`src/inv_macros.svh`:
```
/* fixed-point format, matrix order and unit latencies for the 4x4 inverse */
`ifndef INV_MACROS_SVH
`define INV_MACROS_SVH

// matrix order
`define INV_N 4

// word width and fraction bits of every matrix entry
`define INV_W 24
`define INV_FRAC 12

// one quotient bit per cycle over the pre-shifted dividend
`define INV_DIV_CYCLES (`INV_W + `INV_FRAC)

// one root bit per cycle
`define INV_SQRT_CYCLES 18

`endif
```
`src/inv_pkg.sv`:
```
/* fixed-point word, matrix and divider request/response types */
`include "inv_macros.svh"

package inv_pkg;

	// signed fixed point, INV_FRAC fraction bits
	typedef logic signed [`INV_W-1:0] fix_t;

	// indexed [row][col]
	typedef fix_t [`INV_N-1:0][`INV_N-1:0] matrix_t;

	// all fields zero while valid is low, so requests merge by OR
	typedef struct packed {
		logic valid;
		fix_t dividend;
		fix_t divisor;
	} div_req_t;

	typedef struct packed {
		logic valid;
		fix_t quotient;
	} div_rsp_t;

endpackage

```
`src/gram_mult.sv`:
```
/* sequential multiply-accumulate forming L^-T * L^-1, upper triangle mirrored */
`timescale 1ns/1ps
`include "inv_macros.svh"

module gram_mult (
	input  logic             i,
	input  logic             arst_n,
	input  logic             start,
	input  inv_pkg::matrix_t l_inv,
	output logic             done,
	output inv_pkg::matrix_t inv
);
	import inv_pkg::*;

	localparam int IW = $clog2(`INV_N);
	localparam logic [IW-1:0] LAST = IW'(`INV_N - 1);

	logic busy;
	logic [IW-1:0] row;
	logic [IW-1:0] col;
	logic [IW-1:0] k;
	fix_t acc;
	fix_t acc_next;
	fix_t prod;
	logic signed [2*`INV_W-1:0] mult_full;

	// column row dotted with column col of L^-1
	assign mult_full = $signed(l_inv[k][row]) * $signed(l_inv[k][col]);
	assign prod = mult_full[`INV_FRAC +: `INV_W];
	assign acc_next = acc + prod;

	always_ff @(posedge i or negedge arst_n) begin
		if (!arst_n) begin
			busy <= 1'b0;
			row <= '0;
			col <= '0;
			k <= '0;
			acc <= '0;
			done <= 1'b0;
			inv <= '0;
		end else begin
			done <= 1'b0;
			if (!busy) begin
				if (start) begin
					busy <= 1'b1;
					row <= '0;
					col <= '0;
					k <= '0;
					acc <= '0;
				end
			end else if (k == LAST) begin
				inv[row][col] <= acc_next;
				inv[col][row] <= acc_next;
				acc <= '0;
				k <= '0;
				if (col == LAST) begin
					if (row == LAST) begin
						busy <= 1'b0;
						done <= 1'b1;
					end else begin
						// next row starts on its diagonal
						row <= row + 1'b1;
						col <= row + 1'b1;
					end
				end else begin
					col <= col + 1'b1;
				end
			end else begin
				acc <= acc_next;
				k <= k + 1'b1;
			end
		end
	end

endmodule

```
`config.mk`:
```
export PLATFORM = sky130hd
export DESIGN_NAME = gram_mult
export DESIGN_NICKNAME = d
export VERILOG_FILES = /design/src/inv_pkg.sv /design/src/gram_mult.sv
export VERILOG_INCLUDE_DIRS = /design/src
export SDC_FILE = /design/constraint.sdc
export NUM_CORES = 2
export LEC_CHECK = 0
export BUFFER_PORTS_ARGS = -buffer_cell sky130_fd_sc_hd__buf_2
export CELL_PAD_IN_SITES_DETAIL_PLACEMENT = 0
export CELL_PAD_IN_SITES_GLOBAL_PLACEMENT = 1
export CORE_MARGIN = 10
export CORE_UTILIZATION = 40
export CTS_BUF_LIST = sky130_fd_sc_hd__clkbuf_8
export DETAILED_ROUTE_END_ITERATION = 10
export PLACE_DENSITY_LB_ADDON = 0.1
export SYNTH_ARGS = -nofsm -noshare
export SYNTH_HDL_FRONTEND = slang
export SYNTH_SLANG_ARGS = --single-unit
```
`constraint.sdc`:
```
create_clock -name i -period 12.4 [get_ports i]
set_clock_uncertainty 0.2 [all_clocks]
set_input_delay 0.62 -clock i [delete_from_list [all_inputs] [get_ports i]]
set_output_delay 0.62 -clock i [all_outputs]
set_load 0.05 [all_outputs]
```
Yosys cells after proc, flatten, opt, wreduce, memory -nomap -nowiden:

Cells that the tools add are included.
W data, S select, Z words.

* eq/ne operators: 7
* add/subtract/negate cells: 4
* magnitude comparators: 5
* muxes and demuxes: 38
* reductions and logical operators: 6
* multiply operators: 1

Operators with widths (number)
* $bwmux W384: 2
* $demux W96 S2: 2
* $mux W96: 3
* $bmux W96 S2: 1
* $mux W24: 7
* $bmux W24 S2: 2
* $demux W24 S2: 2
* $mul A24 B24 Y36: 1
* $add A24 B24 Y24: 1
* $mux W2: 10
* $lt A2 B3 Y1 const B: 3
* $mux W1: 9
* $add A2 B1 Y2 const B: 3
* $eq A2 B2 Y1 const B: 3
* $ge A2 B1 Y1 const B: 2
* $ne A2 B1 Y1 const B: 2
* $reduce_and A4 Y1: 1
* $ne A3 B3 Y1 const B: 1
* $reduce_and A3 Y1: 1
* $logic_and A1 B1 Y1: 2
* $ne A2 B2 Y1 const B: 1
* $reduce_and A2 Y1: 1
* $reduce_bool A2 Y1: 1

* input bits: 387
* bits in registers: 416
* output and inout port bits: 385

Logic depth before layout (Yosys ltp):

* depth in word-level cells: 8
* gate-level depth with buffers: 50
* gate-level depth less buffers: 42

Worst setup path before layout:

OpenSTA, ideal clock, no wires.

* kind: register to register
* from: register k[0]
* to: register inv[191] (netlist name)
* arrival: 11.171 ns
* data required time: 12.075 ns
* stages on the path, launching flop included: 48
* path slack: 0.905 ns
* buffers on the path: 9
* cells stage by stage: dfrtp_1 -> buf_6 -> buf_6 -> buf_6 -> buf_6 -> buf_1 -> buf_1 -> mux4_2 -> nand2_1 -> nand2_1 -> o21ai_1 -> clkbuf_1 -> nor2_1 -> fa_1 -> fa_1 -> inv_1 -> fa_1 -> fa_1 -> [12 not listed] -> a221o_1 -> and2_1 -> o21a_1 -> o21a_1 -> nor2_1 -> ha_1 -> clkbuf_1 -> a21o_1 -> a21o_1 -> a21oi_1 -> o21ai_0 -> a31o_2 -> a21oi_1 -> o21bai_1 -> o31a_1 -> xnor2_2 -> buf_6 -> mux2_2

* longest elaborated chain between the ends: 8

Ends and longest elaborated chain
* from (decl): line gram_mult.sv:21 `logic [IW-1:0] k;`
* from (signal assigned): line gram_mult.sv:70 `k <= k + 1'b1;`
* $bmux W96 S2: line gram_mult.sv:28 `assign mult_full = $signed(l_inv[k][row]) * $signed(l_inv[k][col]);`
* $mux W96 (not written as such): line gram_mult.sv:28
* $bmux W24 S2: line gram_mult.sv:28
* $mux W24 (not written as such): line gram_mult.sv:28
* $mul A24 B24 Y36: line gram_mult.sv:28
* $add A24 B24 Y24: line gram_mult.sv:30 `assign acc_next = acc + prod;`
* $bwmux W384: line gram_mult.sv:52 `inv[row][col] <= acc_next;`
* $bwmux W384: line gram_mult.sv:53 `inv[col][row] <= acc_next;`
* to (signal, indexed assignment): line gram_mult.sv:52
* to (signal, indexed assignment): line gram_mult.sv:53
* to (decl): line gram_mult.sv:11 `output inv_pkg::matrix_t inv`

Parallel ways exist; a longest one is shown, timed or not. The select of a mux whose other input is x is not followed.
A chain may end at the register's enable or synchronous reset.

Worst setup path after layout:

* from: register k[0]
* to: register inv[71] (netlist name)

The elaborated chain is that of the path after synthesis.

==> flow_summary.toml <==
[die]
rows = 110
die_y_um = 321
die_width_um = 321
core-area_um2 = 89900
initial_core_util_pct = 40.2
die_area_um2 = 103000
ios = 772

[final_layout]
drive_above_1_share_pct = 26.1
final_common_cell = "buf_2"
nNetsFinal = 5467
synthToLayoutAreaGrowth_pct = 18.6
layout_common_cells = "buf_2, nand2_1, inv_1"
fin_util_pct = 47.7

[worst_hold_path]
hp-start = "start"
min_path_cells = 2
hold_path_end = "k[1]"
hp-class = "in2reg"

[synth]
syn_nets = 4746
synth_compound_area_share_pct = 8.57
synthArstFlopShare_pct = 100
syn_inst = 3751
netlist_area_um2 = 36100
ys_seq_elements = 416
synth-xor-area-share_pct = 2.03
netlist_top_cells_area = "dfrtp_1, fa_1, nand2_1, mux4_2, inv_1"
synth_cell_types = 58
avgSynthCellArea_um2 = 9.63
synthSimpleGateAreaFrac_pct = 14.1
synth_top_area_share_pct = 28.8
synth_top_family_by_area = "adder cells"
seq_area_frac_synth_pct = 28.8
synthAdderAreaFrac_pct = 30.5
synth_edf_count = 0
synthMuxAreaShare_pct = 7.88
synth_flop_cell = "dfrtp_1"
yosys.area.top_type = "dfrtp_1"
yosysWarningCount = 0

[global_routing]
grt_overflow = 0
grt_antenna_before_repair = 7
track_usage_pct = 28.3
grt_pass1_vias = 31400
grt_max_degree = 187
grt_first_pass_wirelength_um = 217000

[setup_path]
rrSetupSlack_ns = 0.77
slowest_stage = "o21ai_1"
r2r_end = "inv[71]"
critPathKind = "reg2reg"
r2r-start = "k[0]"
cp_max_fo = 32
cp-start-kind = "flop"
path_delay_family = "adder cells"
crit_top_cell = "fa_1"
slowest_delay_ns = 0.85
reg2regPathDepth = 39
critPathBufInv = 5
worstPathArrival_ns = 11.98
worstPathRequired_ns = 12.74
cp-end-kind = "flop"

[sta]
finalHoldViolCount = 0
drv_slew = 0
post-route-min-period_ns = 11.63
min_period_over_period_pct = 93.8
max_freq_mhz = 86.0
grt_setup_unrepaired = "false"
maxSlewHeadroom_pct = 22.8
tns_ns = 0
tightest_slew_ns = 1.15
finalSetupViolCount = 0

[placement]
gp_congestion = 0.943
dp_hpwl_um = 119000
port_buffers = 771

[cts]
clk_pin_slew_ns = 0.07
clock_sinks = 416
cts_tree = "done"
clk_path_buf_depth = 3
cts_buffers = 58
clk_latency_ns = 0.62
clockRootBuffer = "clkbuf_8"
htree_levels = 2

[detailed_routing]
via_count = 29400
postRouteAntennaNets = 0
drt_iter0_markers = 1986
vias_per_cell = 5.16
wl_um = 146000
wl_per_cell_um = 25.6
drc = 0
drt_first_pass_iters = 5

[job]
drv_cap = 0

[outcome]
status = "finished, final reports clean"
[cells by family (layout without fill, tap and decap cells)]
group                      after synthesis  after routing
and+or+nand+nor                       1260           1260
AOI/OAI and AO/OA                      469            469
DFF                                    416            416
xor gates and xnor gates                81             81
muxes                                  152            152
buffers and inverters                  765           1531
other                                    0              4
adders and majority gates              608            608
[synthesized netlist by cell type, types with 43 or more instances]
master / n
a21o_1: 115
a21oi_1: 56
clkbuf_1: 185
dfrtp_1: 416
fa_1: 454
ha_1: 154
inv_1: 549
mux4_2: 102
nand2_1: 681
nand3_1: 43
nor2_1: 411
o21ai_0: 172
xnor2_1: 54
[flip-flops by register name, summed over array words and instances, names as in the netlist]
| name | count |
|---|---|
| acc | 24 |
| busy | 1 |
| col | 2 |
| done | 1 |
| inv | 384 |
| k | 2 |
| row | 2 |
[timing repair]
action                                  4_1_cts  5_1_grt
hold buffers                                  1        0
buffers inserted                              0        0
resized for setup                             0        1
hold endpoints to repair                    118        0
endpoints found under the setup margin        0       17
[area by class of cell]
class,count,area [um^2]
Antenna cell,4,10.0
Clock buffer,77,1060
Clock inverter,28,233
Fill cell,8794,47000
Inverter,551,2070
Multi-Input combinational cell,2570,22900
Sequential cell,416,10400
Tap cell,1176,1470
Timing Repair Buffer,875,4690
[stage by stage]
| step | std cells | hold slack, ns | cell area [um^2] | setup WS (ns) |
|---|---|---|---|---|
| detailed placement | 5587 | 0.259 | 41500 | 0.632 |
| global route | 5695 | 0.0877 | 42900 | 0.0160 |
| floorplan | 3751 | 0.124 | 36100 | 0.905 |
| CTS | 5693 | 0.0468 | 42800 | 0.559 |
| finish | 5697 | 0.0868 | 42900 | 0.767 |
| global placement | 5587 | 0.254 | 41500 | 0.719 |
[worst max path at each step]
stage,to,start,slack (ns),cells after the start
6_report,inv[71],k[0],0.77,39
2_1_floorplan,inv[191],k[0],0.90,47
4_1_cts,inv[71],k[0],0.56,39
5_1_grt,inv[20],k[0],0.02,41
3_5_place_dp,inv[335],k[0],0.63,39
3_3_place_gp,inv[143],k[0],0.72,39
[worst register-to-register path: cells and delay by family (launching register included)]
kind            cells  cell delay (ns)
buf+inv             5             0.59
flops               1             0.81
xor+xnor            1             0.43
compound gates     15             3.78
mux                 2             0.90
fa+ha+maj           9             4.13
simple gates        7             0.72
[layer usage]
metal	track usage [%]	vias to the layer above	part of all wire, %
li1	-	13200	-
met1	36.5	15000	41
met2	47.5	1037	48
met3	6.76	154	8.0
met4	6.69	2	2.5
met5	0	-	0.0055
Power is left out: the tool's default activity adds up to more than one toggle a clock period on the data nets, which glitch-free logic cannot reach.
