`config.mk`:
```
export PLATFORM = sky130hd
export DESIGN_NAME = lt_inverse
export DESIGN_NICKNAME = d
export VERILOG_FILES = /design/src/inv_pkg.sv /design/src/lt_inverse.sv
export VERILOG_INCLUDE_DIRS = /design/src
export SDC_FILE = /design/constraint.sdc
export NUM_CORES = 2
export LEC_CHECK = 0
export ABC_AREA = 1
export BUFFER_PORTS_ARGS = -buffer_cell sky130_fd_sc_hd__buf_4
export CORE_AREA = 3 3 385 387
export CTS_CLUSTER_DIAMETER = 100
export DETAILED_ROUTE_END_ITERATION = 7
export DIE_AREA = 0 0 388 390
export GPL_TIMING_DRIVEN = 0
export HOLD_SLACK_MARGIN = 0.08
export PLACE_DENSITY = 0.47
export SLEW_MARGIN = 40
export SYNTH_ARGS = -nofsm -noshare
export SYNTH_HDL_FRONTEND = slang
export SYNTH_SLANG_ARGS = --single-unit
export TNS_END_PERCENT = 1
```
`constraint.sdc`:
```
create_clock -name i -period 12.8 [get_ports i]
set_clock_uncertainty 0.05 [all_clocks]
set_input_delay 1.92 -clock i [delete_from_list [all_inputs] [get_ports i]]
set_output_delay 1.92 -clock i [all_outputs]
set_load 0.005 [all_outputs]
```
`src/inv_macros.svh`:
```
/* fixed-point format, matrix order and unit latencies for the 4x4 inverse */
`ifndef INV_MACROS_SVH
`define INV_MACROS_SVH

// matrix order
`define INV_N 4

// word width and fraction bits of every matrix entry
`define INV_W 24
`define INV_FRAC 12

// one quotient bit per cycle over the pre-shifted dividend
`define INV_DIV_CYCLES (`INV_W + `INV_FRAC)

// one root bit per cycle
`define INV_SQRT_CYCLES 18

`endif
```
`src/inv_pkg.sv`:
```
/* fixed-point word, matrix and divider request/response types */
`include "inv_macros.svh"

package inv_pkg;

	// signed fixed point, INV_FRAC fraction bits
	typedef logic signed [`INV_W-1:0] fix_t;

	// indexed [row][col]
	typedef fix_t [`INV_N-1:0][`INV_N-1:0] matrix_t;

	// all fields zero while valid is low, so requests merge by OR
	typedef struct packed {
		logic valid;
		fix_t dividend;
		fix_t divisor;
	} div_req_t;

	typedef struct packed {
		logic valid;
		fix_t quotient;
	} div_rsp_t;

endpackage

```
`src/lt_inverse.sv`:
```
/* forward substitution giving the inverse of a lower-triangular matrix */
`timescale 1ns/1ps
`include "inv_macros.svh"

module lt_inverse (
	input  logic              i,
	input  logic              arst_n,
	input  logic              start,
	input  inv_pkg::matrix_t  l,
	input  inv_pkg::div_rsp_t div_rsp,
	output inv_pkg::div_req_t div_req,
	output logic              done,
	output inv_pkg::matrix_t  l_inv
);
	import inv_pkg::*;

	localparam int IW = $clog2(`INV_N);
	localparam logic [IW-1:0] LAST = IW'(`INV_N - 1);
	localparam fix_t ONE = fix_t'(1 << `INV_FRAC);

	typedef enum logic [1:0] {S_IDLE, S_ACC, S_DIV} state_t;

	state_t state;
	logic [IW-1:0] row;
	logic [IW-1:0] col;
	logic [IW-1:0] k;
	fix_t acc;
	fix_t prod;
	fix_t num;
	logic signed [2*`INV_W-1:0] mult_full;

	// k runs from col up to row-1 over entries of column col already solved
	assign mult_full = $signed(l[row][k]) * $signed(l_inv[k][col]);
	assign prod = mult_full[`INV_FRAC +: `INV_W];
	assign num = (row == col) ? ONE : -acc;

	always_ff @(posedge i or negedge arst_n) begin
		if (!arst_n) begin
			state <= S_IDLE;
			row <= '0;
			col <= '0;
			k <= '0;
			acc <= '0;
			div_req <= '0;
			done <= 1'b0;
			l_inv <= '0;
		end else begin
			done <= 1'b0;
			div_req <= '0;
			case (state)
				S_IDLE: begin
					if (start) begin
						row <= '0;
						col <= '0;
						k <= '0;
						acc <= '0;
						l_inv <= '0;
						state <= S_ACC;
					end
				end
				S_ACC: begin
					if (k < row) begin
						acc <= acc + prod;
						k <= k + 1'b1;
					end else begin
						div_req.valid <= 1'b1;
						div_req.dividend <= num;
						div_req.divisor <= l[row][row];
						state <= S_DIV;
					end
				end
				default: begin
					if (div_rsp.valid) begin
						l_inv[row][col] <= div_rsp.quotient;
						acc <= '0;
						state <= S_ACC;
						if (row == LAST) begin
							if (col == LAST) begin
								done <= 1'b1;
								state <= S_IDLE;
							end else begin
								col <= col + 1'b1;
								row <= col + 1'b1;
								k <= col + 1'b1;
							end
						end else begin
							row <= row + 1'b1;
							k <= col;
						end
					end
				end
			endcase
		end
	end

endmodule

```
# After elaboration in Yosys (flattened, before gate mapping)

Cells that the tools add are included.
Widths: inputs -> output; s select.

Bits in registers: 466
Bits in latches: 0
Bits in writable memories: 0
Bits in read-only memories: 0
Input port bits: 412
Output and inout port bits: 434
Word-level logic and storage cells: 108
Memories: 0

Add/subtract/negate cells: 5
Multiply operators: 1
Divide/modulo/power cells: 0
$lt $le $gt $ge: 6
Equality and inequality tests: 10
Shift-type cells: 0
Muxes and demuxes: 47
Bitwise logic cells: 1
Reduce and logical (&&, ||, !) cells: 13

Operators with widths:

| operator            | number |
|---|---|
| $mux 384            | 2 |
| $pmux 384 s2        | 1 |
| $bmux 96 s2         | 2 |
| $bwmux 384          | 1 |
| $mux 96             | 3 |
| $demux 96 s2        | 1 |
| $mux 24             | 8 |
| $bmux 24 s2         | 3 |
| $mux 49             | 2 |
| $demux 24 s2        | 1 |
| $pmux 24 s2         | 1 |
| $mul 24x24->36      | 1 |
| $add 24x24->24      | 1 |
| $mux 2              | 12 |
| $neg 24->24         | 1 |
| $pmux 2 s2          | 4 |
| $lt 2x3->1 const B  | 3 |
| $reduce_and 3->1    | 3 |
| $reduce_and 4->1    | 2 |
| $add 2x1->2 const B | 3 |
| $mux 1              | 6 |
| $ne 2x2->1 const B  | 3 |
| $reduce_and 5->1    | 1 |
| $eq 2x2->1 const B  | 2 |
| 13 further kinds    | 16 |

# Longest topological paths before layout

Word-level depth: 9
Mapped depth: 54

# Least setup slack after synthesis

Ideal clock, no wire load.

Kind: input-to-reg
From: input l[112] in the netlist's numbering
To: register acc[22]
Data arrival time: 9.377 ns
Required time: 12.618 ns
Setup slack: 3.241 ns
Stages on the path: 45
Path through: nand2_1 -> nand3_1 -> nand2_1 -> o21ai_0 -> inv_1 -> nand2_1 -> clkbuf_1 -> clkbuf_1 -> nand2_1 -> fa_1 -> inv_1 -> fa_1 -> inv_1 -> fa_1 -> fa_1 -> inv_1 -> fa_1 -> fa_1 -> [9 not listed] -> o21ai_2 -> nand3_1 -> nand2_1 -> nand2_1 -> nand2_1 -> xor2_1 -> ha_1 -> nand2_1 -> nor4_1 -> nand4_1 -> nand3_1 -> nand3_1 -> nand2_1 -> nand3_1 -> nand2_1 -> nand2_1 -> nand2_1 -> o22ai_1

Word-level cells in the longest chain between the ends: 8

RTL lines:

| what                          | line             | source |
|---|---|---|
| start: declaration            | lt_inverse.sv:9  | `input inv_pkg::matrix_t l,` |
| $bmux 96 s2                   | lt_inverse.sv:33 | `assign mult_full = $signed(l[row][k]) * $signed(l_inv[k][col]);` |
| $mux 96 (not written as such) | lt_inverse.sv:33 |  |
| $bmux 24 s2                   | lt_inverse.sv:33 |  |
| $mux 24 (not written as such) | lt_inverse.sv:33 |  |
| $mul 24x24->36                | lt_inverse.sv:33 |  |
| $add 24x24->24                | lt_inverse.sv:63 | `acc <= acc + prod;` |
| $mux 24                       | lt_inverse.sv:62 | `if (k < row) begin` |
| $pmux 24 s2                   | lt_inverse.sv:50 | `case (state)` |
| end signal: assignment        | lt_inverse.sv:63 |  |
| end: declaration              | lt_inverse.sv:27 | `fix_t acc;` |

No other way between the ends. The select of a mux whose other input is x is not followed.
A chain may end at the register's enable or synchronous reset.

# Worst setup path in the final report

From: register row[0]
To: register acc[22]

Word-level cells in the longest chain between the ends: 8
Elaborated cells between the ends (all ways): 11
Those cells by class: 1 x add/sub; 1 x mul; 1 x order compare; 1 x eq/ne; 6 x mux; 1 x reduce/logical

RTL lines:

| what                          | line             | source |
|---|---|---|
| start: declaration            | lt_inverse.sv:24 | `logic [IW-1:0] row;` |
| start signal: assignment      | lt_inverse.sv:83 | `row <= col + 1'b1;` |
| start signal: assignment      | lt_inverse.sv:87 | `row <= row + 1'b1;` |
| $bmux 96 s2                   | lt_inverse.sv:33 |  |
| $mux 96 (not written as such) | lt_inverse.sv:33 |  |
| $bmux 24 s2                   | lt_inverse.sv:33 |  |
| $mux 24 (not written as such) | lt_inverse.sv:33 |  |
| $mul 24x24->36                | lt_inverse.sv:33 |  |
| $add 24x24->24                | lt_inverse.sv:63 |  |
| $mux 24                       | lt_inverse.sv:62 |  |
| $pmux 24 s2                   | lt_inverse.sv:50 |  |

Parallel ways exist; a longest one is shown, timed or not. The select of a mux whose other input is x is not followed.

==> results.yml <==
critical_path:
  reg2reg_slack_ps: 690
  startpoint_type: "flop"
  critPathMaxStageDelay_ps: 620
  cp.required_ps: 13240
  crit_type: "reg -> reg"
  cpMostUsedCell: "nand2_1"
  critPathSlowestCell: "nand3_1"
  arrival_ps: 12550
  critPathMaxFanout: 10
  critPathCaptureType: "flop"
yosys:
  syn_nets: 6719
  synth_seq_area_share_pct: 26.9
  synth_edf_count: 0
  synth_seq_cells: 466
  synth.cell_area_sq_mm: 0.0434
  synth_cell_types: 53
  synthFlopType: "dfrtp_1"
  ys_warn_count: 0
  synth_cells: 5701
  async_reset_ff_share_pct: 100
  synth.avg_cell_area_sq_um: 7.62
routing:
  via_count: 46337
  drtAntennaViolNets: 0
  topRoutingLayerUsed: "met5"
  viasPerCell: 5.38
  met1_length_mm: 112
  wl_met3_mm: 26.0
  wl_per_cell_um: 31.1
  wl_met2_mm: 115
  remaining_drc_errors: 0
  routed_wl_mm: 268
  first_pass_iters: 5
  drtIter0Drc: 5224
clock_network:
  cts-resized-gates: 0
  cts.clk_slew.worst_paths_ps: 60
  cts_made_buffers: 59
  root_buffer: "clkbuf_16"
  cts_max_level: 2
  cts_tree: "done"
  cts_setup_buffers: 0
  clk_path_buf_depth: 3
  clock_latency_ps: 720
  ctsHoldBuffers: 0
  cts.sinks: 466
grt:
  grt_usage_pct: 34.5
  grt_first_pass_wirelength_mm: 366
  grt_pass1_vias: 45919
  antenna_found_initial: 52
  grt_max_degree: 71
  overflow: 0
timing:
  slew_headroom_pct: 33.2
  hold_violations: 0
  tns_ps: 0
  rsz0062_at_grt: "no"
  worst_pin_slew_ps: 1000
  maxSlewViolCount: 0
  setup_viol: 0
  period_needed_ps: 12110
  fin_crit_sh_pct: 94.6
  max_freq_ghz: 0.0826
floorplan:
  die-width_um: 388
  start_util_pct: 29.9
  die_area_sq_mm: 0.151
  row_count: 140
  core_sq_mm: 0.145
  dieHeight_um: 390
  pin_count: 846
cells_and_area:
  final_cell_mix: "nand2_1, inv_1, buf_4"
  fin_area_sq_mm: 0.0546
  syn2layout_area_growth_pct: 25.7
  drive_above_1_share_pct: 17.9
  layout_commonest_cell: "nand2_1"
  layout.nets: 7635
placed_design:
  port_buffers: 845
  dpl-instance-area_sq_mm: 0.0525
  gp_congestion: 1.01
  hpwlAfterDp_mm: 221
min_path:
  min_path_type: "reg -> reg"
run_status:
  status: "completed"
flow_run:
  cap_violations: 0
[synthesized netlist by cell type, types with 2 or more instances]
| cell type | number | area [sq um] |
|---|---|---|
| o21a_1 | 5 | 37.5 |
| o21ai_2 | 2 | 17.5 |
| o22ai_1 | 410 | 2560 |
| o2111ai_1 | 5 | 43.8 |
| a32o_1 | 16 | 160 |
| xor2_1 | 30 | 263 |
| a31oi_1 | 11 | 68.8 |
| o21ai_0 | 204 | 1020 |
| clkinv_1 | 2 | 7.51 |
| clkbuf_1 | 180 | 676 |
| dfrtp_1 | 466 | 11700 |
| inv_1 | 1302 | 4890 |
| a31o_2 | 2 | 17.5 |
| o32ai_1 | 2 | 17.5 |
| nand3b_1 | 9 | 67.6 |
| nor2_1 | 181 | 679 |
| nor4_1 | 3 | 18.8 |
| o31ai_1 | 5 | 37.5 |
| buf_6 | 14 | 158 |
| buf_2 | 112 | 561 |
| inv_2 | 6 | 22.5 |
| nand3_2 | 2 | 20.0 |
| buf_1 | 16 | 60.1 |
| a21oi_1 | 245 | 1230 |
| nor3_1 | 9 | 45.0 |
| ha_1 | 152 | 1900 |
| fa_1 | 454 | 9090 |
| nand3_1 | 320 | 1600 |
| o2bb2ai_1 | 5 | 43.8 |
| a21o_1 | 3 | 22.5 |
| nand2_1 | 1341 | 5030 |
| o21ai_1 | 19 | 95.1 |
| buf_4 | 22 | 165 |
| a22oi_1 | 10 | 75.1 |
| nand2_2 | 8 | 50.1 |
| nand4_1 | 20 | 125 |
| o221ai_1 | 21 | 184 |
| xnor2_1 | 10 | 87.6 |
| o211ai_1 | 52 | 390 |
| or2_2 | 3 | 18.8 |
| nor2_2 | 10 | 62.6 |
[cells by family (layout without fill, tap and decap cells)]
family | count (synthesis) | after routing | share of synthesized area (%)
AOI/OAI and AO/OA | 1023 | 1023 | 14.0
xor gates and xnor gates | 40 | 40 | 0.807
adders and majority gates | 606 | 606 | 25.3
buffers and inverters | 1656 | 2615 | 15.1
DFF | 466 | 466 | 26.9
other | 0 | 35 | 0
and+or+nand+nor | 1910 | 1910 | 17.9
[registers in the layout, summed over array words and instances (netlist names)]
register	flops
acc	24
col	2
div_req	49
done	1
k	2
l_inv	384
row	2
state	2
[metal layers]
| metal | up-vias | track usage [%] |
|---|---|---|
| met3 | 514 | 8.75 |
| li1 | 19668 | - |
| met2 | 2647 | 51.7 |
| met4 | 12 | 16.7 |
| met5 | - | 0.702 |
| met1 | 23496 | 46.3 |
[through the flow]
step                      hold slack [ps]  instances  utilization [%]  setup WS (ps)
after floorplan                       393       5701                -           3240
after CTS                             463       8577             37.5            956
after global placement                458       8463             35.9            703
final                                 449       8612             37.6            687
after detailed placement              455       8473             36.1            948
after global routing                  478       8601             37.6            333
[final cells by class]
| cell class | count | area (sq um) |
|---|---|---|
| multi-input combinational | 3579 | 25200 |
| buffer | 344 | 1680 |
| sequential | 466 | 11700 |
| fill | 15564 | 90700 |
| antenna | 35 | 87.6 |
| clock inverter | 21 | 295 |
| tap | 1917 | 2400 |
| inverter | 1312 | 4930 |
| clock buffer | 83 | 1700 |
| timing repair buffer | 855 | 6570 |
[worst paths after layout]
check / startpoint / to / cells after the start
max: row[0] / acc[22] / 49
min: acc[17] / div_req[41] / 1
max reg2reg: row[0] / acc[22] / 49
min reg2reg: acc[17] / div_req[41] / 1
max in group asynchronous: arst_n / div_req[44] / 4
min in group asynchronous: arst_n / l_inv[282] / 1
[critical path, delay by kind of cell, from the launching register on]
family	cells	cell delay (ps)
AO/OA/AOI/OAI	4	1010
adder cells (fa/ha/maj)	9	4240
buffers and inverters	14	2310
XOR/XNOR	1	90
flip-flops	1	500
AND/OR/NAND/NOR	21	3630
Power is left out: the tool's default activity adds up to more than one toggle a clock period on the data nets, which glitch-free logic cannot reach.
