`config.mk`:
```
export PLATFORM = sky130hd
export DESIGN_NAME = array_div
export DESIGN_NICKNAME = d
export VERILOG_FILES = /design/src/inv_pkg.sv /design/src/array_div.sv
export VERILOG_INCLUDE_DIRS = /design/src
export SDC_FILE = /design/constraint.sdc
export NUM_CORES = 1
export LEC_CHECK = 0
export BUFFER_PORTS_ARGS = -buffer_cell sky130_fd_sc_hd__buf_2
export CORE_MARGIN = 3
export CORE_UTILIZATION = 60
export CTS_CLUSTER_SIZE = 20
export DETAILED_ROUTE_END_ITERATION = 10
export PLACE_DENSITY = 0.78
export SLEW_MARGIN = 20
export SYNTH_ARGS = -nofsm -noshare
export SYNTH_HDL_FRONTEND = slang
export SYNTH_SLANG_ARGS = --single-unit
```
`constraint.sdc`:
```
create_clock -name i -period 5.5 [get_ports i]
set_input_delay 1.65 -clock i [delete_from_list [all_inputs] [get_ports i]]
set_output_delay 1.65 -clock i [all_outputs]
set_load 0.02 [all_outputs]
```
`src/inv_macros.svh`:
```
/* fixed-point format, matrix order and unit latencies for the 4x4 inverse */
`ifndef INV_MACROS_SVH
`define INV_MACROS_SVH

// matrix order
`define INV_N 4

// word width and fraction bits of every matrix entry
`define INV_W 24
`define INV_FRAC 12

// one quotient bit per cycle over the pre-shifted dividend
`define INV_DIV_CYCLES (`INV_W + `INV_FRAC)

// one root bit per cycle
`define INV_SQRT_CYCLES 18

`endif
```
`src/inv_pkg.sv`:
```
/* fixed-point word, matrix and divider request/response types */
`include "inv_macros.svh"

package inv_pkg;

	// signed fixed point, INV_FRAC fraction bits
	typedef logic signed [`INV_W-1:0] fix_t;

	// indexed [row][col]
	typedef fix_t [`INV_N-1:0][`INV_N-1:0] matrix_t;

	// all fields zero while valid is low, so requests merge by OR
	typedef struct packed {
		logic valid;
		fix_t dividend;
		fix_t divisor;
	} div_req_t;

	typedef struct packed {
		logic valid;
		fix_t quotient;
	} div_rsp_t;

endpackage

```
`src/array_div.sv`:
```
/* iterative signed fixed-point divider, restoring, one quotient bit per cycle */
`timescale 1ns/1ps
`include "inv_macros.svh"

module array_div (
	input  logic              i,
	input  logic              arst_n,
	input  inv_pkg::div_req_t req,
	output inv_pkg::div_rsp_t rsp
);
	import inv_pkg::*;

	localparam int QW = `INV_W + `INV_FRAC;
	localparam int CW = $clog2(`INV_DIV_CYCLES);
	localparam logic [CW-1:0] LAST = CW'(`INV_DIV_CYCLES - 1);

	logic busy;
	logic [CW-1:0] cnt;
	logic neg;
	logic zero;
	logic [QW-1:0] quo;
	logic [QW-1:0] quo_next;
	logic [QW-1:0] q_fin;
	logic [`INV_W-1:0] rem;
	logic [`INV_W-1:0] rem_next;
	logic [`INV_W-1:0] den;
	logic [`INV_W:0] trial;
	logic [`INV_W:0] sub;
	logic fit;

	function automatic logic [`INV_W-1:0] mag(input fix_t x);
		return x[`INV_W-1] ? -x : x;
	endfunction

	// dividend bits shift out of quo while quotient bits shift in
	assign trial = {rem, quo[QW-1]};
	assign sub = trial - {1'b0, den};
	assign fit = trial >= {1'b0, den};
	assign rem_next = fit ? sub[`INV_W-1:0] : trial[`INV_W-1:0];
	assign quo_next = {quo[QW-2:0], fit};
	assign q_fin = neg ? -quo_next : quo_next;

	always_ff @(posedge i or negedge arst_n) begin
		if (!arst_n) begin
			busy <= 1'b0;
			cnt <= '0;
		end else if (busy) begin
			cnt <= cnt + 1'b1;
			if (cnt == LAST)
				busy <= 1'b0;
		end else if (req.valid) begin
			busy <= 1'b1;
			cnt <= '0;
		end
	end

	// last quotient bit goes out with the response
	always_comb begin
		rsp = '0;
		if (busy && cnt == LAST) begin
			rsp.valid = 1'b1;
			// x/0 saturates to the largest magnitude of the right sign
			if (zero)
				rsp.quotient = neg ? {1'b1, {(`INV_W-1){1'b0}}}
					: {1'b0, {(`INV_W-1){1'b1}}};
			else
				rsp.quotient = q_fin[`INV_W-1:0];
		end
	end

	always_ff @(posedge i) begin
		if (busy) begin
			quo <= quo_next;
			rem <= rem_next;
		end else if (req.valid) begin
			quo <= {mag(req.dividend), {`INV_FRAC{1'b0}}};
			rem <= '0;
			den <= mag(req.divisor);
			neg <= req.dividend[`INV_W-1] ^ req.divisor[`INV_W-1];
			zero <= req.divisor == '0;
		end
	end

	a_no_overlap: assert property (@(posedge i) disable iff (!arst_n) req.valid |-> !busy)
		else $error("divider request while busy");
	a_latency: assert property (@(posedge i) disable iff (!arst_n)
		req.valid |-> ##(`INV_DIV_CYCLES) rsp.valid)
		else $error("divider response late or missing");

endmodule

```
Word-level counts from Yosys, hierarchy flattened

Index checks and enable logic that the tools add are counted.

Memory bits (writable): 0
Input bits: 51
Latch bits: 0
Output and inout port bits: 25
Memories: 0
Bits in read-only memories: 0
Register bits after elaboration: 93

Mux-type cells: 16
Reduce and logical (&&, ||, !) cells: 4
Add/sub/neg operators: 5
Shift operators: 0
Bitwise logic cells: 2
Eq/ne operators: 1
Div/mod/pow operators: 0
Multipliers: 0
$lt $le $gt $ge: 1

Operators by type and width:

| kind                                         | number |
|---|---|
| two-way mux 24 bit                           | 7 |
| two-way mux 36 bit                           | 2 |
| negation 24 bit                              | 3 |
| >= comparator 25 x 24 -> 1 bit               | 1 |
| two-way mux 25 bit                           | 1 |
| logical NOT 24 bit                           | 1 |
| subtractor 24 bit                            | 1 |
| two-way mux 23 bit                           | 1 |
| two-way mux 6 bit                            | 2 |
| adder 6 x 1 -> 6 bit (second input constant) | 1 |
| == test 6 bit (second input constant)        | 1 |
| two-way mux 1 bit                            | 3 |
| AND reduction 2 bit                          | 1 |
| nonzero test 2 bit                           | 1 |
| logical AND 1 bit                            | 1 |
| NOT 1 bit                                    | 1 |
| bitwise XOR 1 bit                            | 1 |

Logic depth before layout (Yosys ltp)

Depth after elaboration: 5
Gate-level depth with buffers: 18
Gate-level depth less buffers: 16

Worst setup path before layout

Ideal clock, no wire load.

Path type: flip-flop to output port
Start: register rem[2]
End: output rsp[22] in the netlist's numbering
Required time: 3.850 ns
Setup slack: 0.178 ns
Cell stages (with the launch flop): 17
Data arrival time: 3.672 ns
Path through: edfxtp_1 > ha_1 > nand3_1 > o21bai_1 > a211o_2 > a31o_4 > a211oi_4 > or4_1 > buf_6 > inv_2 > buf_2 > ha_1 > nand2_1 > nor2_1 > nand2_1 > a211oi_1 > a311oi_1

RTL lines:

| what                   | line            | text |
|---|---|---|
| from (decl)            | array_div.sv:24 | `` logic [`INV_W-1:0] rem; `` |
| from (signal assigned) | array_div.sv:74 | `rem <= rem_next;` |
| to (decl)              | array_div.sv:9  | `output inv_pkg::div_rsp_t rsp` |

==> flow_summary.yaml <==
worst_setup_path:
  highest_net_fanout_along_the_worst_path: 7
  critPathRequiredTime_ps: 3850
  cp_cell_sequence: "ha_2 > nand3_1 > o21bai_1 > a211o_2 > a31o_4 > a211oi_4 > or4_1 > inv_2 > ha_4 > inv_1 > nor3_2 > nor3b_1 > a21oi_1 > o22a_1 > nor2_1 > buf_2"
  worst_setup_path_end_kind: "output pin"
  crit_path_max_incr_delay_ps: 420
  critical-path-top-delay-family: "compound AO/OA/AOI/OAI gates"
  arrival_time_reported_for_the_critical_path_endpoint_ps: 3730
  worst-path-buf-inv: 3
  critPathLaunchType: "flop"
  critical_path.slowest_cell: "sky130_fd_sc_hd__edfxtp_1"
  path_class: "flop to output pin"
timing:
  final-max-slew-violation-count: 0
  setup_viol_count_final: 0
  timing.clock.skew_ps: 8.78
  tns_ps: 0
  hold_viol: 0
  fin_crit_ps: 5380
  fmax_mhz: 186
  timing.hold.ws_ps: 494
  final.period_utilization: 0.978
  tightestPinTransition_ps: 1090
  final_critical_path_setup_slack_ps: 121
  relSlewSlack: 0.271
cells_and_area:
  final_cell_count_no_fill: 979
  diodes_inserted: 0
  share_of_final_layout_standard_cells_stronger_than_drive_strength_1: 0.159
  num-nets-final: 914
  area_growth_syn_to_layout_pct: 12.9
yosys:
  synth_xor_area_frac: 0.0740
  yosys_most_used_dff: "sky130_fd_sc_hd__edfxtp_1"
  netlist-cell-type-count: 69
  postSynth.asyncResetShare: 0.0753
  syn-mean-instance-area_um2: 9.00
  yosys-mux-area-fraction: 0.0245
  number_of_enable_type_register_cells_in_the_synthesized_netlist: 86
  synthSimpleGateAreaFrac: 0.226
  syn-instance-count: 776
  yosys.area_share.adder: 0.0530
  synth.yosys.seq_area_share: 0.395
  synth.ff_latch_count: 93
  synth_compound_gate_area_share: 0.183
  mappedNetlistArea_um2: 6990
  yosysWarnings: 0
  synth_top_family_by_area: "simple AND/OR/NAND/NOR gates"
  syn-num-nets: 856
clocking:
  insertion_delay_ps: 350
  cts_tree: "yes"
  clockRootBuffer: "sky130_fd_sc_hd__clkbuf_16"
  cts_made_buffers: 9
  holdBufCountCts: 0
  clock_sink_count: 93
  cts_buffer_depth: 2
  cts-htree-levels: 3
  clk_transition_reported_paths_ps: 60
detailed_routing:
  drt-wirelength-per-cell_um: 16.5
  wl_um: 16200
  drt-initial-drc-count: 464
  vias_per_cell: 6.17
  drt_pass1_iterations: 5
  dr_total_vias: 6037
  detail_route.drc_violations: 0
  ant_nets: 0
global_route:
  number_of_antenna_violations_at_the_first_check_in_global_routing: 0
  first_pass_grt_wire_length_um: 26200
  gr-total-overflow: 0
  number_of_global_route_vias_before_repair: 5629
  groute.usage.overall: 0.250
  grt_start_max_net_pins: 94
placed_design:
  dp.final_hpwl_um: 11200
  finalWeightedCongestion: 0.916
  port-buffer-count: 75
  placedCellCount: 962
  pre_cts_slack_ps: 224
hold_path:
  timing.hold.worst.class: "flop to flop"
die:
  die_area_um2: 13000
  core_um2: 11100
  die_h_um: 114
  dieWidth_um: 114
  start_util: 0.628
  pin_count: 76
  floorplan.rows: 38
pwr:
  power_per_cell_area_nw_per_um2: 494
  power_uw: 3900
  ir_drop_mv: 0.250
  leakage_uw: 0.00322
job:
  drv.max_cap_violation_count: 0
outcome:
  outcome: "complete, no violations"
layer usage:
layer	up-vias	global-route usage	part of all wire
li1	2930	-	-
met1	2884	0.326	0.43
met2	191	0.428	0.50
met3	32	0.0281	0.045
met5	-	0	0
met4	0	0.0958	0.024
final cells by class:
| class | count | area, µm² |
|---|---|---|
| Clock buffer | 9 | 225 |
| Clock inverter | 7 | 138 |
| Fill cell | 853 | 3230 |
| Inverter | 41 | 154 |
| Multi-Input combinational cell | 605 | 4000 |
| Sequential cell | 93 | 2760 |
| Tap cell | 140 | 175 |
| Timing Repair Buffer | 84 | 443 |
what timing repair did:
| action | 4_1_cts | 5_1_grt |
|---|---|---|
| setup endpoints to repair | 7 | 8 |
| pin swaps | 1 | 0 |
| setup buffers | 1 | 0 |
| resized for setup | 3 | 13 |
logic make-up after synthesis:
logic type,after synthesis
simple gates,312
flops,93
compound gates,188
mux,17
fa+ha+maj,29
xor+xnor,59
buf+inv,78
layout by cell type, fill, tap and decap left out, types with 13 or more instances in the layout:
| master | count |
|---|---|
| sky130_fd_sc_hd__o21ai_0 | 52 |
| sky130_fd_sc_hd__nand3_1 | 17 |
| sky130_fd_sc_hd__o31ai_1 | 13 |
| sky130_fd_sc_hd__mux2i_1 | 16 |
| sky130_fd_sc_hd__nor2b_1 | 18 |
| sky130_fd_sc_hd__xor2_1 | 23 |
| sky130_fd_sc_hd__xnor2_1 | 36 |
| sky130_fd_sc_hd__ha_1 | 24 |
| sky130_fd_sc_hd__nor2_1 | 51 |
| sky130_fd_sc_hd__buf_2 | 75 |
| sky130_fd_sc_hd__edfxtp_1 | 86 |
| sky130_fd_sc_hd__inv_1 | 40 |
| sky130_fd_sc_hd__a21oi_1 | 40 |
| sky130_fd_sc_hd__or3_1 | 13 |
| sky130_fd_sc_hd__nor3_1 | 18 |
| sky130_fd_sc_hd__nand2_1 | 106 |
final timing paths:
kind / from / end / slack (ps) / depth (start not counted)
worst max-delay path: rem[3]$_SDFFCE_PN0P_ / rsp[4] / 120 / 16
worst min-delay path: cnt[5]$_DFFE_PN0P_ / cnt[5]$_DFFE_PN0P_ / 490 / 1
worst max register to register: quo[35]$_DFFE_PP_ / rem[20]$_SDFFCE_PN0P_ / 2200 / 11
worst min register to register: cnt[5]$_DFFE_PN0P_ / cnt[5]$_DFFE_PN0P_ / 490 / 1
max in group asynchronous: arst_n / busy$_DFF_PN0_ / 4210 / 1
min in group asynchronous: arst_n / cnt[5]$_DFFE_PN0P_ / 1120 / 1
through the flow:
step                      cell area (µm²)   util
after floorplan                      6990      -
after global placement               7440  0.669
after detailed placement             7440  0.669
after CTS                            7820  0.703
after global routing                 7890  0.709
final                                7890  0.709
report_power, final:
group | total [µW] | switching (µW) | leakage (µW) | internal, µW
logic | 1710 | 978 | 0.00208 | 728
clock network | 755 | 267 | 0.000177 | 489
registers | 1440 | 262 | 0.000959 | 1180
cells in the mapped netlist, types with 3 or more instances:
cell | instances | area (µm²)
sky130_fd_sc_hd__edfxtp_1 | 86 | 2580
sky130_fd_sc_hd__clkbuf_1 | 28 | 105
sky130_fd_sc_hd__o21bai_1 | 8 | 60.1
sky130_fd_sc_hd__a31oi_1 | 4 | 25.0
sky130_fd_sc_hd__inv_1 | 40 | 150
sky130_fd_sc_hd__and2_1 | 12 | 75.1
sky130_fd_sc_hd__or3_1 | 13 | 81.3
sky130_fd_sc_hd__a211oi_1 | 3 | 22.5
sky130_fd_sc_hd__nand3b_1 | 6 | 45.0
sky130_fd_sc_hd__nor2b_1 | 18 | 113
sky130_fd_sc_hd__xor2_1 | 23 | 201
sky130_fd_sc_hd__nand2_1 | 107 | 402
sky130_fd_sc_hd__o21a_1 | 7 | 52.6
sky130_fd_sc_hd__or4_4 | 3 | 33.8
sky130_fd_sc_hd__o31ai_1 | 13 | 97.6
sky130_fd_sc_hd__nor4_1 | 7 | 43.8
sky130_fd_sc_hd__or2_2 | 4 | 25.0
sky130_fd_sc_hd__or4_1 | 7 | 52.6
sky130_fd_sc_hd__nand3_1 | 17 | 85.1
sky130_fd_sc_hd__dfrtp_1 | 7 | 175
sky130_fd_sc_hd__a21oi_1 | 40 | 200
sky130_fd_sc_hd__o22a_1 | 10 | 87.6
sky130_fd_sc_hd__xnor2_1 | 36 | 315
sky130_fd_sc_hd__a21boi_1 | 10 | 75.1
sky130_fd_sc_hd__nand2b_1 | 12 | 75.1
sky130_fd_sc_hd__nor3_1 | 23 | 115
sky130_fd_sc_hd__and3_1 | 7 | 43.8
sky130_fd_sc_hd__mux2i_1 | 16 | 160
sky130_fd_sc_hd__o31a_1 | 4 | 35.0
sky130_fd_sc_hd__buf_1 | 3 | 11.3
sky130_fd_sc_hd__o41ai_1 | 7 | 61.3
sky130_fd_sc_hd__nand4_1 | 5 | 31.3
sky130_fd_sc_hd__nor2_1 | 51 | 191
sky130_fd_sc_hd__ha_1 | 28 | 350
sky130_fd_sc_hd__a21boi_0 | 5 | 37.5
sky130_fd_sc_hd__a21o_1 | 5 | 37.5
sky130_fd_sc_hd__o21ai_0 | 52 | 260
sky130_fd_sc_hd__nor3b_1 | 10 | 75.1
flip-flops by register name, summed over array words and instances (netlist names):
| signal | cells |
|---|---|
| den | 24 |
| cnt | 6 |
| rem | 24 |
| quo | 36 |
| busy | 1 |
| neg | 1 |
| zero | 1 |
No activity file was read; power rests on OpenSTA's default activity.
