==> config.mk <==
export PLATFORM = sky130hd
export DESIGN_NAME = cholesky
export DESIGN_NICKNAME = d
export VERILOG_FILES = /design/src/inv_pkg.sv /design/src/cholesky.sv /design/src/isqrt.sv
export VERILOG_INCLUDE_DIRS = /design/src
export SDC_FILE = /design/constraint.sdc
export NUM_CORES = 2
export LEC_CHECK = 0
export BUFFER_PORTS_ARGS = -buffer_cell sky130_fd_sc_hd__buf_2
export CORE_AREA = 10 10 322 324
export CTS_CLUSTER_DIAMETER = 40
export DETAILED_ROUTE_END_ITERATION = 16
export DIE_AREA = 0 0 332 334
export HOLD_SLACK_MARGIN = 0.15
export PLACE_DENSITY = 0.8
export SYNTH_ARGS = -nofsm -noshare
export SYNTH_HDL_FRONTEND = slang
export SYNTH_SLANG_ARGS = --single-unit
==> constraint.sdc <==
create_clock -name i -period 22.2 [get_ports i]
set_input_delay 2.22 -clock i [delete_from_list [all_inputs] [get_ports i]]
set_output_delay 2.22 -clock i [all_outputs]
set_load 0.05 [all_outputs]
==> src/inv_macros.svh <==
/* fixed-point format, matrix order and unit latencies for the 4x4 inverse */
`ifndef INV_MACROS_SVH
`define INV_MACROS_SVH

// matrix order
`define INV_N 4

// word width and fraction bits of every matrix entry
`define INV_W 24
`define INV_FRAC 12

// one quotient bit per cycle over the pre-shifted dividend
`define INV_DIV_CYCLES (`INV_W + `INV_FRAC)

// one root bit per cycle
`define INV_SQRT_CYCLES 18

`endif
==> src/inv_pkg.sv <==
/* fixed-point word, matrix and divider request/response types */
`include "inv_macros.svh"

package inv_pkg;

	// signed fixed point, INV_FRAC fraction bits
	typedef logic signed [`INV_W-1:0] fix_t;

	// indexed [row][col]
	typedef fix_t [`INV_N-1:0][`INV_N-1:0] matrix_t;

	// all fields zero while valid is low, so requests merge by OR
	typedef struct packed {
		logic valid;
		fix_t dividend;
		fix_t divisor;
	} div_req_t;

	typedef struct packed {
		logic valid;
		fix_t quotient;
	} div_rsp_t;

endpackage

==> src/cholesky.sv <==
/* column-by-column Cholesky factorization into lower-triangular L */
`timescale 1ns/1ps
`include "inv_macros.svh"

module cholesky (
	input  logic              i,
	input  logic              arst_n,
	input  logic              start,
	input  inv_pkg::matrix_t  a,
	input  inv_pkg::div_rsp_t div_rsp,
	output inv_pkg::div_req_t div_req,
	output logic              done,
	output inv_pkg::matrix_t  l
);
	import inv_pkg::*;

	localparam int IW = $clog2(`INV_N);
	localparam logic [IW-1:0] LAST = IW'(`INV_N - 1);

	typedef enum logic [1:0] {S_IDLE, S_ACC, S_ROOT, S_DIV} state_t;

	state_t state;
	logic [IW-1:0] row;
	logic [IW-1:0] col;
	logic [IW-1:0] k;
	fix_t acc;
	fix_t prod;
	fix_t diff;
	fix_t res;
	logic res_valid;
	logic signed [2*`INV_W-1:0] mult_full;
	logic sqrt_go;
	logic root_valid;
	fix_t radicand;
	fix_t root;

	isqrt u_isqrt (
		.i          (i),
		.arst_n     (arst_n),
		.sqrt_go    (sqrt_go),
		.radicand   (radicand),
		.root_valid (root_valid),
		.root       (root)
	);

	// on the diagonal row == col, so this is the square of l[row][k]
	assign mult_full = $signed(l[row][k]) * $signed(l[col][k]);
	assign prod = mult_full[`INV_FRAC +: `INV_W];
	assign diff = $signed(a[row][col]) - acc;

	assign res_valid = (state == S_ROOT && root_valid) || (state == S_DIV && div_rsp.valid);
	assign res = (state == S_ROOT) ? root : div_rsp.quotient;

	always_ff @(posedge i or negedge arst_n) begin
		if (!arst_n) begin
			state <= S_IDLE;
			row <= '0;
			col <= '0;
			k <= '0;
			acc <= '0;
			sqrt_go <= 1'b0;
			radicand <= '0;
			div_req <= '0;
			done <= 1'b0;
			l <= '0;
		end else begin
			done <= 1'b0;
			sqrt_go <= 1'b0;
			div_req <= '0;
			case (state)
				S_IDLE: begin
					if (start) begin
						row <= '0;
						col <= '0;
						k <= '0;
						acc <= '0;
						l <= '0;
						state <= S_ACC;
					end
				end
				S_ACC: begin
					if (k < col) begin
						acc <= acc + prod;
						k <= k + 1'b1;
					end else if (row == col) begin
						sqrt_go <= 1'b1;
						radicand <= diff;
						state <= S_ROOT;
					end else begin
						div_req.valid <= 1'b1;
						div_req.dividend <= diff;
						div_req.divisor <= l[col][col];
						state <= S_DIV;
					end
				end
				default: begin
					if (res_valid) begin
						l[row][col] <= res;
						acc <= '0;
						k <= '0;
						state <= S_ACC;
						// next row down, or the diagonal of the next column
						if (row == LAST) begin
							if (col == LAST) begin
								done <= 1'b1;
								state <= S_IDLE;
							end else begin
								col <= col + 1'b1;
								row <= col + 1'b1;
							end
						end else begin
							row <= row + 1'b1;
						end
					end
				end
			endcase
		end
	end

endmodule

==> src/isqrt.sv <==
/* iterative non-restoring fixed-point square root, one bit per cycle */
`timescale 1ns/1ps
`include "inv_macros.svh"

module isqrt (
	input  logic          i,
	input  logic          arst_n,
	input  logic          sqrt_go,
	input  inv_pkg::fix_t radicand,
	output logic          root_valid,
	output inv_pkg::fix_t root
);
	localparam int QW = `INV_SQRT_CYCLES;
	localparam int RW = 2 * QW;
	localparam int SW = QW + 4;
	localparam int CW = $clog2(`INV_SQRT_CYCLES);
	localparam logic [CW-1:0] LAST = CW'(`INV_SQRT_CYCLES - 1);

	logic busy;
	logic [CW-1:0] cnt;
	logic [RW-1:0] val;
	logic [QW-1:0] q;
	logic [QW-1:0] q_next;
	logic signed [SW-1:0] rem;
	logic signed [SW-1:0] rem_sh;
	logic signed [SW-1:0] rem_next;

	// bring down two radicand bits, then add or subtract by the sign of rem
	assign rem_sh = {rem[SW-3:0], val[RW-1 -: 2]};
	assign rem_next = rem[SW-1] ? rem_sh + $signed({1'b0, q, 2'b11})
		: rem_sh - $signed({1'b0, q, 2'b01});
	assign q_next = {q[QW-2:0], ~rem_next[SW-1]};

	// last root bit goes out with root_valid
	assign root_valid = busy && cnt == LAST;
	assign root = {{(`INV_W-QW){1'b0}}, q_next};

	always_ff @(posedge i or negedge arst_n) begin
		if (!arst_n) begin
			busy <= 1'b0;
			cnt <= '0;
		end else if (busy) begin
			cnt <= cnt + 1'b1;
			if (cnt == LAST)
				busy <= 1'b0;
		end else if (sqrt_go) begin
			busy <= 1'b1;
			cnt <= '0;
		end
	end

	always_ff @(posedge i) begin
		if (busy) begin
			val <= {val[RW-3:0], 2'b00};
			rem <= rem_next;
			q <= q_next;
		end else if (sqrt_go) begin
			// scale so the root keeps INV_FRAC fraction bits
			val <= {radicand, {`INV_FRAC{1'b0}}};
			rem <= '0;
			q <= '0;
		end
	end

	a_radicand: assert property (@(posedge i) disable iff (!arst_n)
		sqrt_go |-> !radicand[`INV_W-1])
		else $error("negative radicand, matrix not positive definite");

endmodule

# Word-level counts from Yosys, hierarchy flattened
# Cells that the tools add are included.
[op_classes]
add_sub_neg = 8
mul = 1
magnitude_cmp = 6
n_eq_ne = 12
muxes = 67
n_bitwise = 3
reduce_logical = 18
[op_table]
columns = ["operator", "count"]
rows = [
  ["$mux 384", 2],
  ["$pmux 384 s2", 1],
  ["$bmux 96 s2", 3],
  ["$bwmux 384", 1],
  ["$mux 96", 4],
  ["$mux 24", 9],
  ["$bmux 24 s2", 4],
  ["$demux 96 s2", 1],
  ["$mux 49", 3],
  ["$mux 36", 2],
  ["$mux 22", 3],
  ["$demux 24 s2", 1],
  ["$pmux 24 s2", 1],
  ["$mul 24x24->36", 1],
  ["$mux 18", 2],
  ["$add 24x24->24", 1],
  ["$sub 24x24->24", 1],
  ["$add 22x21->22", 1],
  ["$mux 2", 11],
  ["$sub 22x21->22", 1],
  ["$pmux 2 s2", 4],
  ["$mux 1", 13],
  ["$reduce_and 3->1", 4],
  ["$mux 5", 2],
  ["21 further kinds", 39],
]
[totals]
regBits = 561
input_bits = 412
word_cells = 148

# Logic depth before layout (Yosys ltp)
[logic_depth]
ltp_word = 9
mapped_depth = 51
depth_no_buf = 44

# Modules after synthesis
# A second synthesis with hierarchy kept.
[hier_totals]
hier_cells = 4751
hier_area_um2 = 49695.2
[modules_own_cells]
columns = ["module", "instances", "cells_per_inst", "area_each_um2", "seq_area_each_um2"]
rows = [
  ["cholesky", 1, 4358, 45419.8, 12286.8],
  ["isqrt", 1, 393, 4275.4, 2042.0],
]

# Worst setup path after synthesis
# No wires, ideal clock.
[synth_timing]
path_type = "register -> register"
startpoint = "register row[0]"
endpoint = "register acc[23]"
arrival_time_ns = 10.304
slack_ns = 11.773
path_stages_with_launch = 46
path_buffers = 7
path_cell_list = "dfrtp_1 -> buf_6 -> buf_12 -> buf_6 -> buf_6 -> buf_2 -> buf_2 -> mux4_2 -> mux4_2 -> clkbuf_1 -> nor2b_1 -> fa_1 -> fa_1 -> inv_1 -> fa_1 -> fa_1 -> fa_1 -> inv_1 -> [... 10 more ...] -> o21ai_0 -> a21boi_1 -> o21ai_0 -> nand2b_1 -> a21oi_1 -> xnor2_1 -> ha_1 -> o21a_1 -> o21ai_0 -> a21oi_1 -> a41oi_1 -> a31oi_1 -> a211oi_1 -> nor3_1 -> a31oi_1 -> xnor2_1 -> xnor2_1 -> o21ai_1"
[synth_between]
elab_chain_len = 8
[synth_rtl]
columns = ["item", "line_no", "source"]
rows = [
  ["start: declaration", "cholesky.sv:23", "logic [IW-1:0] row;"],
  ["start signal: assignment", "cholesky.sv:109", "row <= col + 1'b1;"],
  ["start signal: assignment", "cholesky.sv:112", "row <= row + 1'b1;"],
  ["$bmux 96 s2", "cholesky.sv:47", "assign mult_full = $signed(l[row][k]) * $signed(l[col][k]);"],
  ["$mux 96 (not written as such)", "cholesky.sv:47", ""],
  ["$bmux 24 s2", "cholesky.sv:47", ""],
  ["$mux 24 (not written as such)", "cholesky.sv:47", ""],
  ["$mul 24x24->36", "cholesky.sv:47", ""],
  ["$add 24x24->24", "cholesky.sv:83", "acc <= acc + prod;"],
  ["$mux 24", "cholesky.sv:82", "if (k < col) begin"],
  ["$pmux 24 s2", "cholesky.sv:70", "case (state)"],
  ["end signal: assignment", "cholesky.sv:83", ""],
  ["end: declaration", "cholesky.sv:26", "fix_t acc;"],
]
# Every way passes these cells. The select of a mux whose other input is x is not followed.
# A chain may end at the register's enable or synchronous reset.

# Final worst setup path
[layout_timing]
startpoint = "register col[0]"
endpoint = "register acc[23]"
[layout_between]
elab_chain_len = 8
[layout_rtl]
columns = ["item", "line_no", "source"]
rows = [
  ["start: declaration", "cholesky.sv:24", "logic [IW-1:0] col;"],
  ["start signal: assignment", "cholesky.sv:108", "col <= col + 1'b1;"],
  ["$bmux 96 s2", "cholesky.sv:47", ""],
  ["$mux 96 (not written as such)", "cholesky.sv:47", ""],
  ["$bmux 24 s2", "cholesky.sv:47", ""],
  ["$mux 24 (not written as such)", "cholesky.sv:47", ""],
  ["$mul 24x24->36", "cholesky.sv:47", ""],
  ["$add 24x24->24", "cholesky.sv:83", ""],
  ["$mux 24", "cholesky.sv:82", ""],
  ["$pmux 24 s2", "cholesky.sv:70", ""],
]
# Parallel ways exist; a longest one is shown, timed or not. The select of a mux whose other input is x is not followed.

==> results.ini <==
[setup_path]
required_ns = 22.68
cp_slowest_cell = buf_4
critPathMaxFanout = 52
crit_arrival_ns = 12.87
reg2reg_setup_slack_ns = 9.80
crit_path_max_incr_delay_ns = 0.92
cp-end-kind = flop
crit_top_cell = fa_1
start_kind = flop
worstSetupPathType = reg2reg
rr_worst_depth = 43

[cells_and_area]
layout-drive-gt1-share_pct = 27.59
syn_to_final_growth_pct = 16.27
nets = 6458
fin_util_pct = 59.54
fin_area_mm2 = 0.05809

[timing]
rsz0062_at_grt = false
holdWs_ns = 0.4766
setup_viol = 0
finalHoldViolCount = 0
worst_pin_slew_ns = 1.270
slew_viol_final = 0
period_share_pct = 55.84
max_freq_mhz = 80.67
skew_ns = 0.08476
max_slew_margin_pct = 12.90
setup_tns_ns = 0
period_minus_slack_ns = 12.40

[route]
vias = 43750
dr.pass1.iters = 10
wl_mm = 216.6
drc = 0
drt_iter0_markers = 6151
wl_per_cell_um = 32.02
ant_nets = 0
viasPerCell = 6.468

[clock_network]
cts_max_level = 3
cts_sinks = 560
cts.clk_slew.worst_paths_ns = 0.05
postCtsSetupRepairBufs = 0
cts_tree = built
cts_hold_buf = 0
clk_latency_ns = 0.71
cts_root_buffer = clkbuf_16
cts_buffers = 85
cts-resized-gates = 0
cts_buffer_depth = 3

[synthesis]
synth_nets = 5799
synth_most_common_cell = inv_1
avgSynthCellArea_um2 = 10.55
synth_top_area_share_pct = 24.90
async_reset_ff_share_pct = 88.75
ys.flop_type = dfrtp_1
ys_warn_count = 0
synth_area_leaders = dfrtp_1, fa_1, mux4_2, ha_1, inv_1
ys_seq_elements = 560
netlist_area_mm2 = 0.04996
synth_common_cells = inv_1, dfrtp_1, o21ai_0
synth_cells = 4736
seq_area_frac_synth_pct = 28.68
yosysTopAreaCell = dfrtp_1
synth_edf_count = 63
ys_types = 84

[global_route]
grt_max_degree = 172
antenna_found_initial = 21
grt-ovfl-total = 0
grt_pass1_vias = 44540
grt_use_total_pct = 38.29
grt_first_pass_wirelength_mm = 314.0

[min_path]
hold_class = reg2reg
whs_path_depth = 2

[floorplanning]
die_h_um = 334
fp-row-count = 115
die_w_um = 332
ios = 846
core_mm2 = 0.09756
die_area_mm2 = 0.1109
start_util_pct = 51.21

[placed_design]
place.port_buffers = 845
place.gp.congestion = 1.002
hpwlAfterDp_mm = 163.8
placed_area_mm2 = 0.05503

[outcome]
outcome = completed

[flow_run]
maxCapViolCount = 0

[worst max-delay path, delay by kind of cell (launching register included)]
family,cells,cell delay (ns)
buffers and inverters,8,2.23
DFF,1,0.59
AOI/OAI and AO/OA,17,2.85
and+or+nand+nor,5,1.30
muxes,1,0.46
xor gates and xnor gates,3,0.44
adders and majority gates,9,4.29
[cell type report]
class | count | area (µm²)
timing repair buffer | 921 | 4835
clock inverter | 53 | 757.0
clock buffer | 105 | 2273
multi-input combinational | 3197 | 31870
antenna | 11 | 27.53
sequential | 560 | 14350
fill | 7950 | 39470
inverter | 630 | 2365
tap | 1287 | 1610
[path summary, 6_finish.rpt]
path	end	startpoint
worst max-delay path	acc[23]$_DFFE_PN0P_	col[0]$_DFFE_PN0P_
worst min-delay path	radicand[18]$_DFFE_PN0P_	radicand[18]$_DFFE_PN0P_
worst max register to register	acc[23]$_DFFE_PN0P_	col[0]$_DFFE_PN0P_
worst min register to register	radicand[18]$_DFFE_PN0P_	radicand[18]$_DFFE_PN0P_
max in group asynchronous	div_req[29]$_DFF_PN0_	arst_n
min in group asynchronous	l[383]$_DFFE_PN0P_	arst_n
[flip-flops by register name, summed over array words and instances (netlist names), 5 cells and up]
signal       flops
u_isqrt.rem     21
u_isqrt.q       18
radicand        24
u_isqrt.cnt      5
div_req         49
u_isqrt.val     24
l              384
acc             24
[metal layers]
| metal | track usage (%) | vias to the layer above | part of all wire (%) |
|---|---|---|---|
| li1 | - | 17500 | - |
| met1 | 47.10 | 21960 | 35 |
| met2 | 55.90 | 3550 | 43 |
| met3 | 17.63 | 741 | 16 |
| met4 | 20.22 | 6 | 6.9 |
| met5 | 0.2655 | - | 0.030 |
[cells in the final DEF (no fill, tap or decap), drive strengths merged, types with 12 or more instances in the layout]
cell type	synthesis	routed
dfrtp	497	497
nor3	38	38
mux2	33	33
mux2i	31	31
nor2b	94	94
buf	110	921
fa	455	455
or2	14	14
nand3	372	372
inv	630	644
clkinv	0	17
and2	54	54
clkinvlp	0	12
a22oi	12	12
ha	196	196
edfxtp	63	63
a21o	22	22
o21ai	475	475
mux4	351	351
clkbuf	239	105
nand2	380	380
xnor2	87	87
and3	27	27
nor2	165	165
a21oi	88	88
xor2	42	42
o21a	15	15
nand2b	97	97
o22ai	18	18
[per-stage QoR]
step	setup WS [ns]	std cells
finish	9.804	6764
global route	8.972	6758
CTS	9.987	6753
detailed placement	10.03	6595
global placement	10.29	6595
floorplan	11.77	4736
[cell families after synthesis]
kind of cell,synth area share [%]
AO/OA/AOI/OAI,8.496
XOR/XNOR,2.277
adder cells (fa/ha/maj),23.14
buffers and inverters,7.847
flip-flops,28.68
multiplexers,17.32
AND/OR/NAND/NOR,12.24
Power is not shown: default switching activity piles up to over one toggle a cycle in this logic, so the estimate is an artifact.
